[src/hdl/mips_pkg.sv]
`default_nettype none

package mips_pkg;

    localparam int XLEN       = 32;
    localparam int REG_ADDR_W = 5;
    localparam int OP_W       = 6;

    // operand source select; the code is the mux input index
    typedef enum logic [1:0] {
        FWD_REG    = 2'd0,
        FWD_EX_MEM = 2'd1,
        FWD_MEM_WB = 2'd2,
        FWD_ID_EX  = 2'd3
    } fwd_sel_t;

    typedef struct packed {
        logic [OP_W-1:0]       op;
        logic [REG_ADDR_W-1:0] rs;
        logic [REG_ADDR_W-1:0] rt;
        logic [REG_ADDR_W-1:0] rd;
        logic [4:0]            shamt;
        logic [5:0]            funct;
    } r_type_t;

    typedef struct packed {
        logic [OP_W-1:0]       op;
        logic [REG_ADDR_W-1:0] rs;
        logic [REG_ADDR_W-1:0] rt;
        logic [15:0]           imm16;
    } i_type_t;

    // same 32-bit word, R-type or I-type view
    typedef union packed {
        r_type_t rtype;
        i_type_t itype;
    } instr_u;

endpackage

`default_nettype wire

[src/hdl/fwd_bus_if.sv]
`timescale 1ns/1ns
`default_nettype none

interface fwd_bus_if;
    import mips_pkg::*;

    logic [REG_ADDR_W-1:0] rd_id_ex;
    logic                  wr_id_ex;
    logic [XLEN-1:0]       data_id_ex;

    logic [REG_ADDR_W-1:0] rd_ex_mem;
    logic                  wr_ex_mem;
    logic [XLEN-1:0]       data_ex_mem;

    logic [REG_ADDR_W-1:0] rd_mem_wb;
    logic                  wr_mem_wb;
    logic [XLEN-1:0]       data_mem_wb;

    modport src (
        output rd_id_ex, wr_id_ex, data_id_ex,
        output rd_ex_mem, wr_ex_mem, data_ex_mem,
        output rd_mem_wb, wr_mem_wb, data_mem_wb
    );

    modport dst (
        input rd_id_ex, wr_id_ex, data_id_ex,
        input rd_ex_mem, wr_ex_mem, data_ex_mem,
        input rd_mem_wb, wr_mem_wb, data_mem_wb
    );

endinterface

`default_nettype wire

[src/hdl/register_bank.sv]
`timescale 1ns/1ns
`default_nettype none

module register_bank #(
    parameter int NUM_REGISTERS = 32
) (
    input  wire logic                            clk,
    input  wire logic                            i_rst,
    input  wire logic                            i_w_en,
    input  wire logic [mips_pkg::REG_ADDR_W-1:0] i_w_addr,
    input  wire logic [mips_pkg::XLEN-1:0]       i_w_data,
    input  wire logic [mips_pkg::REG_ADDR_W-1:0] i_addr_a,
    input  wire logic [mips_pkg::REG_ADDR_W-1:0] i_addr_b,
    output logic [mips_pkg::XLEN-1:0]            o_data_a,
    output logic [mips_pkg::XLEN-1:0]            o_data_b
);
    import mips_pkg::*;

    logic [XLEN-1:0] regs [NUM_REGISTERS];

    if (NUM_REGISTERS > 2**REG_ADDR_W) begin : g_size_check
        $error("NUM_REGISTERS does not fit in REG_ADDR_W address bits");
    end

    function automatic logic [XLEN-1:0] read_port(input logic [REG_ADDR_W-1:0] addr);
        logic [XLEN-1:0] value;
        value = '0;
        if (addr == '0) begin
            value = '0; // r0 is hardwired
        end else if (i_w_en && i_w_addr == addr) begin
            value = i_w_data; // write-through
        end else if (int'(addr) < NUM_REGISTERS) begin
            value = regs[addr];
        end
        return value;
    endfunction

    always_ff @(posedge clk) begin
        if (i_rst) begin
            for (int k = 0; k < NUM_REGISTERS; k++) begin
                regs[k] <= '0;
            end
        end else if (i_w_en && i_w_addr != '0 && int'(i_w_addr) < NUM_REGISTERS) begin
            regs[i_w_addr] <= i_w_data;
        end
    end

    always_comb begin
        o_data_a = read_port(i_addr_a);
        o_data_b = read_port(i_addr_b);
    end

    a_r0_zero: assert property (@(posedge clk) disable iff (i_rst)
        ((i_addr_a == '0) |-> (o_data_a == '0)) and
        ((i_addr_b == '0) |-> (o_data_b == '0)))
        else $error("register 0 read returned a nonzero value");

endmodule

`default_nettype wire

[src/hdl/forwarding_unit.sv]
`timescale 1ns/1ns
`default_nettype none

module forwarding_unit (
    input  wire logic [mips_pkg::REG_ADDR_W-1:0] i_rs,
    input  wire logic [mips_pkg::REG_ADDR_W-1:0] i_rt,
    input  wire logic [mips_pkg::REG_ADDR_W-1:0] i_rd_id_ex,
    input  wire logic                            i_wr_id_ex,
    input  wire logic [mips_pkg::REG_ADDR_W-1:0] i_rd_ex_mem,
    input  wire logic                            i_wr_ex_mem,
    input  wire logic [mips_pkg::REG_ADDR_W-1:0] i_rd_mem_wb,
    input  wire logic                            i_wr_mem_wb,
    output mips_pkg::fwd_sel_t                   o_fwd_a,
    output mips_pkg::fwd_sel_t                   o_fwd_b
);
    import mips_pkg::*;

    // youngest matching stage wins
    function automatic fwd_sel_t pick_source(input logic [REG_ADDR_W-1:0] src);
        fwd_sel_t sel;
        sel = FWD_REG;
        if (src != '0) begin
            if (i_wr_id_ex && i_rd_id_ex == src) begin
                sel = FWD_ID_EX;
            end else if (i_wr_ex_mem && i_rd_ex_mem == src) begin
                sel = FWD_EX_MEM;
            end else if (i_wr_mem_wb && i_rd_mem_wb == src) begin
                sel = FWD_MEM_WB;
            end
        end
        return sel;
    endfunction

    always_comb begin
        o_fwd_a = pick_source(i_rs);
        o_fwd_b = pick_source(i_rt);
    end

endmodule

`default_nettype wire

[src/hdl/instruction_decode.sv]
`timescale 1ns/1ns
`default_nettype none

module instruction_decode #(
    parameter int NUM_REGISTERS = 32
) (
    input  wire logic                            clk,
    input  wire logic                            i_rst,
    input  wire mips_pkg::instr_u                i_instruction,
    input  wire logic                            i_w_en,
    input  wire logic [mips_pkg::REG_ADDR_W-1:0] i_w_addr,
    input  wire logic [mips_pkg::XLEN-1:0]       i_w_data,
    fwd_bus_if.dst                               fwd,
    output logic [mips_pkg::OP_W-1:0]            o_op,
    output logic [mips_pkg::REG_ADDR_W-1:0]      o_rs,
    output logic [mips_pkg::REG_ADDR_W-1:0]      o_rt,
    output logic [mips_pkg::REG_ADDR_W-1:0]      o_rd,
    output logic [mips_pkg::XLEN-1:0]            o_imm,
    output logic [mips_pkg::XLEN-1:0]            o_reg_a,
    output logic [mips_pkg::XLEN-1:0]            o_reg_b
);
    import mips_pkg::*;

    logic [XLEN-1:0] bank_a;
    logic [XLEN-1:0] bank_b;
    fwd_sel_t        fwd_a;
    fwd_sel_t        fwd_b;

    function automatic logic [XLEN-1:0] operand_mux(
        input fwd_sel_t        sel,
        input logic [XLEN-1:0] bank,
        input logic [XLEN-1:0] id_ex,
        input logic [XLEN-1:0] ex_mem,
        input logic [XLEN-1:0] mem_wb
    );
        logic [XLEN-1:0] value;
        case (sel)
            FWD_EX_MEM: value = ex_mem;
            FWD_MEM_WB: value = mem_wb;
            FWD_ID_EX:  value = id_ex;
            default:    value = bank;
        endcase
        return value;
    endfunction

    register_bank #(
        .NUM_REGISTERS(NUM_REGISTERS)
    ) register_bank_i (
        .clk      (clk),
        .i_rst    (i_rst),
        .i_w_en   (i_w_en),
        .i_w_addr (i_w_addr),
        .i_w_data (i_w_data),
        .i_addr_a (i_instruction.rtype.rs),
        .i_addr_b (i_instruction.rtype.rt),
        .o_data_a (bank_a),
        .o_data_b (bank_b)
    );

    forwarding_unit forwarding_unit_i (
        .i_rs        (i_instruction.rtype.rs),
        .i_rt        (i_instruction.rtype.rt),
        .i_rd_id_ex  (fwd.rd_id_ex),
        .i_wr_id_ex  (fwd.wr_id_ex),
        .i_rd_ex_mem (fwd.rd_ex_mem),
        .i_wr_ex_mem (fwd.wr_ex_mem),
        .i_rd_mem_wb (fwd.rd_mem_wb),
        .i_wr_mem_wb (fwd.wr_mem_wb),
        .o_fwd_a     (fwd_a),
        .o_fwd_b     (fwd_b)
    );

    always_comb begin
        o_op    = i_instruction.rtype.op;
        o_rs    = i_instruction.rtype.rs;
        o_rt    = i_instruction.rtype.rt;
        o_rd    = i_instruction.rtype.rd;
        o_imm   = {{(XLEN-16){i_instruction.itype.imm16[15]}}, i_instruction.itype.imm16};
        o_reg_a = operand_mux(fwd_a, bank_a, fwd.data_id_ex, fwd.data_ex_mem, fwd.data_mem_wb);
        o_reg_b = operand_mux(fwd_b, bank_b, fwd.data_id_ex, fwd.data_ex_mem, fwd.data_mem_wb);
    end

    // r0 must never pick up forwarded data
    a_no_fwd_r0: assert property (@(posedge clk) disable iff (i_rst)
        ((o_rs == '0) |-> (fwd_a == FWD_REG)) and ((o_rt == '0) |-> (fwd_b == FWD_REG)))
        else $error("forwarding selected for register 0");

endmodule

`default_nettype wire

[src/hdl/id_ex_register.sv]
`timescale 1ns/1ns
`default_nettype none

module id_ex_register (
    input  wire logic                            clk,
    input  wire logic                            i_rst,
    input  wire logic                            i_stall,
    input  wire logic [mips_pkg::OP_W-1:0]       i_op,
    input  wire logic [mips_pkg::REG_ADDR_W-1:0] i_rs,
    input  wire logic [mips_pkg::REG_ADDR_W-1:0] i_rt,
    input  wire logic [mips_pkg::REG_ADDR_W-1:0] i_rd,
    input  wire logic [mips_pkg::XLEN-1:0]       i_imm,
    input  wire logic [mips_pkg::XLEN-1:0]       i_reg_a,
    input  wire logic [mips_pkg::XLEN-1:0]       i_reg_b,
    output logic                                 o_valid,
    output logic [mips_pkg::OP_W-1:0]            o_op,
    output logic [mips_pkg::REG_ADDR_W-1:0]      o_rs,
    output logic [mips_pkg::REG_ADDR_W-1:0]      o_rt,
    output logic [mips_pkg::REG_ADDR_W-1:0]      o_rd,
    output logic [mips_pkg::XLEN-1:0]            o_imm,
    output logic [mips_pkg::XLEN-1:0]            o_reg_a,
    output logic [mips_pkg::XLEN-1:0]            o_reg_b
);
    import mips_pkg::*;

    always_ff @(posedge clk) begin
        if (i_rst) begin
            o_valid <= 1'b0;
            o_op    <= '0;
            o_rs    <= '0;
            o_rt    <= '0;
            o_rd    <= '0;
            o_imm   <= '0;
            o_reg_a <= '0;
            o_reg_b <= '0;
        end else if (!i_stall) begin
            o_valid <= 1'b1; // first unstalled edge after reset
            o_op    <= i_op;
            o_rs    <= i_rs;
            o_rt    <= i_rt;
            o_rd    <= i_rd;
            o_imm   <= i_imm;
            o_reg_a <= i_reg_a;
            o_reg_b <= i_reg_b;
        end
    end

    a_stall_hold: assert property (@(posedge clk) disable iff (i_rst)
        i_stall |=> $stable({o_valid, o_op, o_rs, o_rt, o_rd, o_imm, o_reg_a, o_reg_b}))
        else $error("ID/EX contents changed during a stall");

endmodule

`default_nettype wire

[src/hdl/decode_subsystem.sv]
`timescale 1ns/1ns
`default_nettype none

module decode_subsystem #(
    parameter int NUM_REGISTERS = 32
) (
    input  wire logic                            clk,
    input  wire logic                            i_rst,
    input  wire logic                            i_stall,
    input  wire logic [mips_pkg::XLEN-1:0]       i_instruction,
    input  wire logic                            i_w_en,
    input  wire logic [mips_pkg::REG_ADDR_W-1:0] i_w_addr,
    input  wire logic [mips_pkg::XLEN-1:0]       i_w_data,
    input  wire logic [mips_pkg::REG_ADDR_W-1:0] i_rd_id_ex,
    input  wire logic                            i_wr_id_ex,
    input  wire logic [mips_pkg::XLEN-1:0]       i_data_id_ex,
    input  wire logic [mips_pkg::REG_ADDR_W-1:0] i_rd_ex_mem,
    input  wire logic                            i_wr_ex_mem,
    input  wire logic [mips_pkg::XLEN-1:0]       i_data_ex_mem,
    input  wire logic [mips_pkg::REG_ADDR_W-1:0] i_rd_mem_wb,
    input  wire logic                            i_wr_mem_wb,
    input  wire logic [mips_pkg::XLEN-1:0]       i_data_mem_wb,
    output logic                                 o_valid,
    output logic [mips_pkg::OP_W-1:0]            o_op,
    output logic [mips_pkg::REG_ADDR_W-1:0]      o_rs,
    output logic [mips_pkg::REG_ADDR_W-1:0]      o_rt,
    output logic [mips_pkg::REG_ADDR_W-1:0]      o_rd,
    output logic [mips_pkg::XLEN-1:0]            o_imm,
    output logic [mips_pkg::XLEN-1:0]            o_reg_a,
    output logic [mips_pkg::XLEN-1:0]            o_reg_b
);
    import mips_pkg::*;

    logic [OP_W-1:0]       dec_op;
    logic [REG_ADDR_W-1:0] dec_rs;
    logic [REG_ADDR_W-1:0] dec_rt;
    logic [REG_ADDR_W-1:0] dec_rd;
    logic [XLEN-1:0]       dec_imm;
    logic [XLEN-1:0]       dec_reg_a;
    logic [XLEN-1:0]       dec_reg_b;

    fwd_bus_if fwd ();

    assign fwd.rd_id_ex    = i_rd_id_ex;
    assign fwd.wr_id_ex    = i_wr_id_ex;
    assign fwd.data_id_ex  = i_data_id_ex;
    assign fwd.rd_ex_mem   = i_rd_ex_mem;
    assign fwd.wr_ex_mem   = i_wr_ex_mem;
    assign fwd.data_ex_mem = i_data_ex_mem;
    assign fwd.rd_mem_wb   = i_rd_mem_wb;
    assign fwd.wr_mem_wb   = i_wr_mem_wb;
    assign fwd.data_mem_wb = i_data_mem_wb;

    instruction_decode #(
        .NUM_REGISTERS(NUM_REGISTERS)
    ) instruction_decode_i (
        .clk           (clk),
        .i_rst         (i_rst),
        .i_instruction (i_instruction), // viewed as instr_u inside
        .i_w_en        (i_w_en),
        .i_w_addr      (i_w_addr),
        .i_w_data      (i_w_data),
        .fwd           (fwd.dst),
        .o_op          (dec_op),
        .o_rs          (dec_rs),
        .o_rt          (dec_rt),
        .o_rd          (dec_rd),
        .o_imm         (dec_imm),
        .o_reg_a       (dec_reg_a),
        .o_reg_b       (dec_reg_b)
    );

    id_ex_register id_ex_register_i (
        .clk     (clk),
        .i_rst   (i_rst),
        .i_stall (i_stall),
        .i_op    (dec_op),
        .i_rs    (dec_rs),
        .i_rt    (dec_rt),
        .i_rd    (dec_rd),
        .i_imm   (dec_imm),
        .i_reg_a (dec_reg_a),
        .i_reg_b (dec_reg_b),
        .o_valid (o_valid),
        .o_op    (o_op),
        .o_rs    (o_rs),
        .o_rt    (o_rt),
        .o_rd    (o_rd),
        .o_imm   (o_imm),
        .o_reg_a (o_reg_a),
        .o_reg_b (o_reg_b)
    );

endmodule

`default_nettype wire

[config.mk]
export PLATFORM = sky130hd
export DESIGN_NAME = decode_subsystem
export DESIGN_NICKNAME = d
export VERILOG_FILES = /design/src/hdl/mips_pkg.sv /design/src/hdl/fwd_bus_if.sv /design/src/hdl/register_bank.sv /design/src/hdl/forwarding_unit.sv /design/src/hdl/instruction_decode.sv /design/src/hdl/id_ex_register.sv /design/src/hdl/decode_subsystem.sv
export SDC_FILE = /design/constraint.sdc
export NUM_CORES = 2
export LEC_CHECK = 0
export ABC_AREA = 1
export BUFFER_PORTS_ARGS = -buffer_cell sky130_fd_sc_hd__buf_4
export CAP_MARGIN = 0
export CORE_ASPECT_RATIO = 0.7
export CORE_MARGIN = 2
export CORE_UTILIZATION = 30
export DETAILED_ROUTE_END_ITERATION = 12
export PLACE_DENSITY_LB_ADDON = 0.25
export SLEW_MARGIN = 0
export SYNTH_ARGS = -nofsm -noshare
export SYNTH_HDL_FRONTEND = slang
export SYNTH_HIERARCHICAL = 1
export SYNTH_SLANG_ARGS = --single-unit
[constraint.sdc]
create_clock -name clk -period 3 [get_ports clk]
set_input_delay 0.15 -clock clk [delete_from_list [all_inputs] [get_ports clk]]
set_output_delay 0.15 -clock clk [all_outputs]
set_load 0.02 [all_outputs]
==> impl_results.md <==
- Number of global-route vias before repair: 59100
- Hold Startpoint: i_w_data[6]
- Placed cell count: 11600
- Distinct cell type count after synthesis: 31
- First-pass GRT wire length: 428000 um
- Critical-path maximum fanout: 31
- Sequential standard cell area: 0.0331 sq mm
- Worst reg-to-reg path cell count: 15
- Reg2Reg Setup Slack: 0.26 ns
- Gate Count Post-Synth: 8730
- Commonest non-fill, non-tap cell in the layout: nand2_1
- PwrDens: 530 mW/mm^2
- Initial antenna violation count: 10
- Fraction of registers with async set/reset: 0
- R2R Path End: id_ex_register_i/o_reg_b[6]
- Worst-path clk slew: 0.07 ns
- Fin area: 0.0788 sq mm
- Worst setup path class: in -> reg
- Die Y: 398 um
- Hold path depth: 4
- Unrepaired setup endpoints after global routing: no
- Synthesized area per cell: 7.61 sq um
- Final WS setup: 0.0644 ns
- Finished Layout Cells: 12000
- Hold Crit Class: in -> reg
- Clock skew: 0.0284 ns
- Average wire per standard cell: 25.2 um
- Grt ovf: 0
- Die area: 0.225 sq mm
- Fmax: 0.341 GHz
- Layout cells sized above 1: 0.112
- Slew margin rel.: 0.147
- Synth Flop Type: edfxtp_1
- Critical path's top delay family: buffers and inverters
- Via/cell ratio: 5.43
- Worst EP required: 3.68 ns
- Multi-input gate area: 0.0267 sq mm
- Worst skew pair latency: 0.77 ns
- Status: complete, no violations
- Final wirelength: 302000 um
- Setup Viol. Count Final: 0
- DR vias: 65000
- Gpl congestion: 0.918
- CTS Buf Count: 117
- I/O pin cnt: 305
- Slew Viols, Final: 0
- GR Util All Layers: 0.258
- Post-layout nets: 9149
- Clock tree buffer depth: 3
- Maxcap violations: 0
- Routed Antenna Nets: 0
- Utilization after layout: 0.358
- Peak supply drop: 656 uV
- Placed Area: 0.0731 sq mm
- Area grow syn2layout: 18.5%
- Critical path arrival: 3.61 ns
- Seq cells post-synth: 1142
- # clock sinks: 1142
- Min Tclk post-route: 2.94 ns
- Uppermost layer routed: met5
- Fin crit share: 0.979
- Drt drc: 0
- Rows: 144
- Core area: 0.220 sq mm
- CP Buf/Inv Count: 6
- Post-DP HPWL: 196000 um
- Static Leak: 34.1 nW
- Largest net degree at the start of global routing: 91
- Number of fill cells in the layout: 22700
- Setup WS pre-CTS: 0.317 ns
- Most frequent cells in the layout: nand2_1 (2093), nor2_1 (1592), nand3_1 (1261)
- Post-route setup TNS: 0 ns
- CTS tree: done
- Synth warn: 6
- Root Buffer Master: clkbuf_16
- Initial core utilization: 0.302
- Metal-1 WL: 125000 um
- TritonRoute pass-1 iters: 7
- Mapped Area: 0.0665 sq mm
- CP Cell Sequence: dlygate4sd3_1 > buf_8 > inv_6 > buf_12 > nand3_1 > nand3_1 > nand2_1 > a21oi_1 > nand2_1 > nand2_1 > a21oi_1 > buf_4 > nand2_1 > nand4_1 > dlygate4sd3_1 > nor2_1 > nor2_1
- Routed met3 length: 37000 um
- Port-buffer cells: 304
- Worst-margin pin slew: 1.28 ns
- Slowest-stage cell, CP: dlygate4sd3_1
- Critical path endpoint category: flip-flop
- Hold Vio Cnt, Final: 0
- Die Wd: 567 um
- WL met2: 126000 um
- Seq/Total Area, Yosys: 0.498
- Max incr delay on CP: 0.57 ns
- Iter 0 DRT Violations: 9445
- CP most frequent cell: nand2_1
- Post-synth EDFFs: 1024
- H-Tree Depth: 3
- Crit start category: primary input
per-stage QoR:
stage	power, W	hold slack, ns
floorplan	0.0226	0.219
finish	0.0417	0.0592
CTS	0.0417	0.00842
detailed placement	0.0257	0.376
global route	0.0430	0.0504
global placement	0.0257	0.366
cells in the mapped netlist (10+ instances only):
master	count	area (sq um)
nand3_1	1262	6320
nand4_1	66	413
dfxtp_1	118	2360
inv_1	770	2890
buf_6	31	349
buf_4	148	1110
o21ai_1	32	160
buf_1	54	203
o21ai_0	360	1800
inv_2	10	37.5
buf_2	236	1180
a21oi_1	275	1380
o211ai_1	193	1450
nand2_1	2132	8000
nor2_1	1596	5990
nand2_4	23	259
edfxtp_1	1024	30700
clkbuf_1	309	1160
or2_2	55	344
cell families (layout without fill, tap and decap cells):
group                     Yosys count  count (layout)  share of synthesized area
and+or+nand+nor                  5154            5154                      0.324
buffers and inverters            1562            1866                      0.105
DFF                              1142            1142                      0.498
AOI/OAI and AO/OA                 869             869                     0.0729
xor gates and xnor gates            2               2                   0.000264
other                               1              34                  0.0000564
final cells by class:
| class | instances | area share |
|---|---|---|
| clock buffers | 156 | 0.0400 |
| clock inverters | 66 | 0.0100 |
| well taps | 2920 | 0.0464 |
| inverters | 784 | 0.0379 |
| multi-input cells | 6057 | 0.339 |
| diodes | 2 | 0.0000635 |
| repair buffers | 860 | 0.106 |
| flip-flops and latches | 1142 | 0.420 |
state kept, by name (all words and copies together) (netlist names):
signal and count:
id_ex_register_i/o_op 6, instruction_decode_i/register_bank_i/regs 1024, id_ex_register_i/o_rt 5, id_ex_register_i/o_reg_b 32, id_ex_register_i/o_rs 5, id_ex_register_i/o_rd 5
id_ex_register_i/o_imm 32, id_ex_register_i/o_valid 1, id_ex_register_i/o_reg_a 32
worst max path at each step:
stage | from | endpoint | slack [ns] | depth (start not counted)
2_1_floorplan | i_w_addr[3] | flip-flop | 0.64 | 10
3_3_place_gp | i_instruction[16] | id_ex_register_i/o_reg_b[6] | 0.35 | 17
3_5_place_dp | i_instruction[16] | id_ex_register_i/o_reg_b[6] | 0.32 | 17
4_1_cts | i_instruction[22] | id_ex_register_i/o_reg_a[13] | 0.19 | 17
5_1_grt | i_instruction[17] | id_ex_register_i/o_reg_b[6] | 0.02 | 18
6_report | i_instruction[22] | id_ex_register_i/o_reg_a[30] | 0.06 | 17
what timing repair did:
item | in CTS | in global routing
resized for setup | 0 | 1
buffers inserted | 0 | 0
endpoints found under the setup margin | 0 | 1
hold endpoints to repair | 185 | 0
hold buffers | 176 | 0
report_power, final:
part	switching [W]	total [W]	internal (W)
Clock	0.00703	0.0158	0.00875
Sequential	0.000420	0.0186	0.0182
Combinational	0.00494	0.00733	0.00239
layer usage:
metal	vias to the layer above	global-route usage
li1	28800	-
met1	31300	0.367
met2	4246	0.378
met3	658	0.0556
met4	2	0.105
met5	-	0
worst reg2reg max path, cell delays in order (launching register included):
cell and delay (ns):
edfxtp_1 0.35, nor2_1 0.05, nor2_1 0.08, o21ai_0 0.09, nand3_1 0.12, nand3_1 0.14, a21oi_1 0.48, buf_4 0.20
nor2_1 0.06, nor2_1 0.14, buf_4 0.14, nand2_1 0.05, nand4_1 0.06, dlygate4sd3_1 0.55, nor2_1 0.04, nor2_1 0.11
(Power assumes the default switching activity.)
